File: config.mk
export PLATFORM = sky130hd
export DESIGN_NAME = asg_sequencer
export DESIGN_NICKNAME = d
export VERILOG_FILES = /design/src/verilog/asg_cfg_pkg.sv /design/src/verilog/asg_sequencer.sv
export SDC_FILE = /design/constraint.sdc
export NUM_CORES = 1
export LEC_CHECK = 0
export BUFFER_PORTS_ARGS = -buffer_cell sky130_fd_sc_hd__buf_2
export CAP_MARGIN = 20
export CORE_MARGIN = 4
export CORE_UTILIZATION = 42
export DETAILED_ROUTE_END_ITERATION = 8
export PLACE_DENSITY_LB_ADDON = 0.15
export SYNTH_ARGS = -nofsm -noshare
export SYNTH_HDL_FRONTEND = slang
export SYNTH_SLANG_ARGS = --single-unit
export TNS_END_PERCENT = 10
File: constraint.sdc
create_clock -name sto -period 6 [get_ports sto]
set_input_delay 0.9 -clock sto [delete_from_list [all_inputs] [get_ports sto]]
set_output_delay 0.9 -clock sto [all_outputs]
set_load 0.05 [all_outputs]
File: src/verilog/asg_cfg_pkg.sv
/*
 * channel data types: fixed point pointer format, DAC sample,
 * stream output word and channel configuration
 */

`default_nettype none

package asg_cfg_pkg;

  ////////////////////////////////////////
  // fixed point pointer
  ////////////////////////////////////////

  // fraction bits below the table index
  localparam int unsigned ptr_frac_w = 16;
  // container for pointer, size, step, offset
  // integer part is addr_w bits of it, up to 16
  localparam int unsigned ptr_w = 32;

  ////////////////////////////////////////
  // samples and stream
  ////////////////////////////////////////

  // one DAC code
  typedef logic [13:0] sample_t;

  // no ready, the stream never stalls
  typedef struct packed {
    logic    vld;
    sample_t dat;
  } stream_t;

  ////////////////////////////////////////
  // configuration
  ////////////////////////////////////////

  typedef struct packed {
    logic [ptr_w-1:0] size;  // table length minus one
    logic [ptr_w-1:0] step;  // pointer increment per data cycle
    logic [ptr_w-1:0] offs;  // start pointer, sets phase
    logic             bena;  // burst mode on
    logic             binf;  // repeat bursts without end
    logic [15:0]      bcyc;  // data cycles minus one
    logic [31:0]      bdly;  // gap cycles, zero means no gap
    logic [15:0]      bnum;  // number of periods
  } cfg_t;

endpackage

`default_nettype wire

File: src/verilog/asg_sequencer.sv
/*
 * channel sequencer: idle/data/gap FSM with burst counters,
 * modulo fixed point table pointer and trigger output
 */

`timescale 1ns/1ps
`default_nettype none

module asg_sequencer #(
  parameter int unsigned addr_w = 8
) (
  input  logic               sto,
  input  logic               ctl_rst,
  input  asg_cfg_pkg::cfg_t  cfg,
  input  logic               trg_in,
  output logic               trg_out,
  output logic               rd_en,
  output logic [addr_w-1:0]  rd_addr
);

  typedef enum logic [1:0] {
    st_idle = 2'b00,
    st_data = 2'b01,
    st_gap  = 2'b10
  } state_t;

  // one table entry in pointer units, extended by the carry bit
  localparam logic [asg_cfg_pkg::ptr_w:0] ptr_one = 1 << asg_cfg_pkg::ptr_frac_w;

  state_t state;

  // burst counters
  logic [15:0] cnt_cyc;
  logic [31:0] cnt_dly;
  logic [15:0] cnt_rep;

  // period events
  logic per_end;
  logic per_last;
  logic per_start;

  // pointer and its next value, one carry bit above the container
  logic [asg_cfg_pkg::ptr_w-1:0] ptr_cur;
  logic [asg_cfg_pkg::ptr_w:0]   ptr_sum;
  logic [asg_cfg_pkg::ptr_w:0]   ptr_lim;
  logic [asg_cfg_pkg::ptr_w:0]   ptr_nxt;

  ////////////////////////////////////////
  // period events
  ////////////////////////////////////////

  // last cycle of a burst period, with or without gap
  assign per_end = cfg.bena &
                   (((state == st_data) & (cnt_cyc == '0) & (cnt_dly == '0)) |
                    ((state == st_gap) & (cnt_dly == '0)));

  // bnum of zero plays a single period
  assign per_last = ~cfg.binf & (cnt_rep <= 16'd1);

  // triggers only count while idle
  assign per_start = (trg_in & (state == st_idle)) | (per_end & ~per_last);

  ////////////////////////////////////////
  // FSM and counters
  ////////////////////////////////////////

  always_ff @(posedge sto) begin
    if (ctl_rst) begin
      state   <= st_idle;
      cnt_cyc <= '0;
      cnt_dly <= '0;
      cnt_rep <= '0;
    end else if (per_start) begin
      state   <= st_data;
      cnt_cyc <= cfg.bcyc;
      cnt_dly <= cfg.bdly;
      // first period loads the repeat count
      if (state == st_idle) begin
        cnt_rep <= cfg.bnum;
      end else if (!cfg.binf) begin
        cnt_rep <= cnt_rep - 16'd1;
      end
    end else if (per_end) begin
      // all periods played
      state   <= st_idle;
      cnt_rep <= '0;
    end else if (cfg.bena) begin
      case (state)
        st_data: begin
          // data done with gap left, else count data
          if (cnt_cyc != '0) begin
            cnt_cyc <= cnt_cyc - 16'd1;
          end else begin
            state <= st_gap;
          end
        end
        st_gap: begin
          cnt_dly <= cnt_dly - 32'd1;
        end
        default: ;
      endcase
    end
  end

  ////////////////////////////////////////
  // fixed point pointer
  ////////////////////////////////////////

  // table length in pointer units
  assign ptr_lim = {1'b0, cfg.size} + ptr_one;
  assign ptr_sum = {1'b0, ptr_cur} + {1'b0, cfg.step};
  // wrap modulo table length
  assign ptr_nxt = (ptr_sum >= ptr_lim) ? ptr_sum - ptr_lim : ptr_sum;

  always_ff @(posedge sto) begin
    if (ctl_rst) begin
      ptr_cur <= '0;
    end else if (per_start) begin
      ptr_cur <= cfg.offs;
    end else if (state == st_data) begin
      ptr_cur <= ptr_nxt[asg_cfg_pkg::ptr_w-1:0];
    end
  end

  ////////////////////////////////////////
  // outputs
  ////////////////////////////////////////

  // trigger notification, one cycle per period start
  always_ff @(posedge sto) begin
    if (ctl_rst) begin
      trg_out <= 1'b0;
    end else begin
      trg_out <= per_start;
    end
  end

  // table read in every data cycle, integer part of pointer
  assign rd_en   = (state == st_data);
  assign rd_addr = ptr_cur[asg_cfg_pkg::ptr_frac_w +: addr_w];

endmodule

`default_nettype wire

==> metrics.txt <==
register area share after synthesis=21.0%; FF/Latch Area=1980 sq um; final count of negative-setup-slack endpoints=0; layout cell share with drive strength beyond 1=16.1%; Max Transition Viols Final=0; Detail Route Antenna Nets=0; number of instances in the placed design=1,725; Synth Warn #=0; WL/cell=17.6 microns; Max-cap violations=0; Mean Syn Cell Area=7.07 sq um; die area=25,000 sq um; Gates resized, CTS repair=0; # DRC=0; Rows=54; unrepaired setup endpoints after global routing=false; # IOs=175; die height=158 microns; sw frac=48.0%; largest net degree at the start of global routing=78; Routed WL=30,700 microns; Vias/cell=5.83; PwrDens=364 nW/um^2; first-pass GRT wire length=47,600 microns; clock sinks=99; Critical Path Fanout Max=22; Async S/R FF share, synth=0%; drt pass-1 iters=5; final net count=1,694; top cells by area in the synthesized netlist=dfxtp_1 21%, ha_1 9.3%, a21oi_1 8.0%, nor2_1 6.3%, nand2_1 5.8%; gp weighted congestion=0.965; DP Wirelength=23,500 microns; CTS tree=yes; CTS root buf=clkbuf_16; I/O Buffers=174; Worst setup EP type=flip-flop; clock buffer depth=2; Comb pwr share=62.6%; clock latency at the later pin of the worst-skew pair=360 ps; Core Region=22,000 sq um; Tot GR Track Use=23.6%; wire length on met2=13,600 microns; Layout area overhead=14.0%; Int Power=2.04 mW; Final Total Pwr=3.93 mW; worst rel slew slack=29.0%; GRT Residual Overflow=0; Unique masters post-synth=77; post-synth top area cell=dfxtp_1; Clock transition at path regs=70 ps; endpoints failing hold=0; die width=158 microns; Crit path required time=6250 ps; predominant post-synthesis flop cell=dfxtp_1; wire length on met3=2180 microns; H-tree levels=3; Fmax=0.179 GHz; post-CTS setup buffer count=0; Reg power frac=21.4%; VDD IR max=0.000144 V; post-synthesis cell area=9460 sq um; initial antenna violation count=2; vias=10,200; fin crit period=5570 ps; most common cell in the netlist=nor2_1; TritonCTS Buffers=9; Post-Synthesis Cells=1,338; Setup Skew=12.1 ps; status=completed; Synth Net Count=1,575; Clock Power Share=16.0%; Switch Pwr=1.89 mW; Tightest Pin Transition=1060 ps; # hold bufs at CTS=0; Critical Path AT=5820 ps; Fill cells=2,274; leak pwr=4.68 nW; M1 WL=14,400 microns; top-area cell type share of the netlist area=21.0%; non-filler cells, final=1,743; Multi-input gate area=6960 sq um; startpoint types=input port; highest metal used=met5; TNS Setup=0 ps; drt initial violations=723; Synth Register Bits=99; vias in the first global route=9,135; top cells by count, synth=159 x nor2_1, 151 x a21oi_1, 145 x nand2_1; effective utilization at floorplan=43.1%; period utilisation layout=92.9%; worst min path class=flip-flop to flip-flop; Setup Crit Path Kind=input port to flip-flop; Post-synth EDFFs=0
## through the flow
step / setup WS (ps) / area (sq um) / util (%) / hold WS [ps]
global placement: 208 / 10500 / 47.6 / 464
detailed placement: 117 / 10500 / 47.6 / 469
floorplan: 440 / 9460 / - / 445
CTS: 469 / 10800 / 49.0 / 484
finish: 427 / 10800 / 49.1 / 479
global route: 59.8 / 10800 / 49.1 / 509
## per-layer routing
| layer | vias to the layer above | global-route usage [%] |
|---|---|---|
| met5 | - | 0 |
| met4 | 2 | 5.52 |
| met3 | 40 | 4.43 |
| met2 | 349 | 37.0 |
| met1 | 4618 | 33.5 |
| li1 | 5152 | - |
## worst paths after layout
kind	startpoint	endpoint	slack (ps)	depth (start not counted)
max	cfg[98]	ptr_cur[24]$_SDFFE_PP0N_	430	22
min	cnt_rep[4]$_SDFFE_PP0P_	cnt_rep[4]$_SDFFE_PP0P_	480	2
max reg2reg	ptr_cur[0]$_SDFFE_PP0N_	ptr_cur[24]$_SDFFE_PP0N_	760	21
min reg2reg	cnt_rep[4]$_SDFFE_PP0P_	cnt_rep[4]$_SDFFE_PP0P_	480	2
## final cells by class
cell class              count  share of cell area (%)
multi-input cells        1113                    64.5
clock inverters             6                   0.638
well taps                 280                    3.25
inverters                  43                    1.50
repair buffers            191                    9.50
diodes                      1                  0.0232
flip-flops and latches     99                    18.4
clock buffers              10                    2.22
## cell usage in the layout (no fill, tap or decap), types with 13 or more instances in the layout
| master | synthesis | final |
|---|---|---|
| a211oi_1 | 17 | 17 |
| a21o_1 | 24 | 24 |
| a21oi_1 | 151 | 151 |
| a22oi_1 | 13 | 13 |
| a31oi_1 | 25 | 25 |
| and3_1 | 13 | 13 |
| buf_2 | 20 | 173 |
| buf_4 | 8 | 15 |
| dfxtp_1 | 99 | 99 |
| ha_1 | 70 | 70 |
| inv_1 | 42 | 42 |
| nand2_1 | 145 | 145 |
| nand3_1 | 40 | 40 |
| nand4_1 | 27 | 27 |
| nor2_1 | 159 | 158 |
| nor3_1 | 50 | 50 |
| o211ai_1 | 14 | 14 |
| o21ai_0 | 100 | 100 |
| o31ai_1 | 13 | 13 |
| xnor2_1 | 44 | 44 |
| xor2_1 | 33 | 33 |
## registers in the layout, summed over array words and instances (netlist names)
register / cells
trg_out: 1
state: 2
cnt_cyc: 16
ptr_cur: 32
cnt_dly: 32
cnt_rep: 16
## power groups by stage
stage               sequential [mW]  clock, mW  combinational (mW)
global route                  0.856      0.670                2.73
finish                        0.841      0.630                2.46
CTS                           0.840      0.644                2.44
global placement              0.854          0                2.44
floorplan                     0.829          0                1.83
detailed placement            0.855          0                2.43
## worst max-delay path, cell delays in order
cell	delay, ps
buf_2	100
ha_1	230
fa_1	410
a21o_1	210
a221oi_2	350
o221ai_2	230
a41oi_4	350
o21ai_2	120
a2111o_1	400
a31oi_2	190
xnor2_1	130
ha_1	410
and3_1	210
nand2_1	90
nor4_1	270
nand3_1	100
o21ai_1	260
nor2_4	130
buf_12	180
nor2_1	140
a211oi_2	60
o41ai_1	340
## kinds of logic after synthesis
family,synth area share [%]
simple gates,24.9
fa+ha+maj,9.68
flops,21.0
buf+inv,5.66
compound gates,30.4
mux,1.27
xor+xnor,7.13
(Power assumes the default switching activity.)
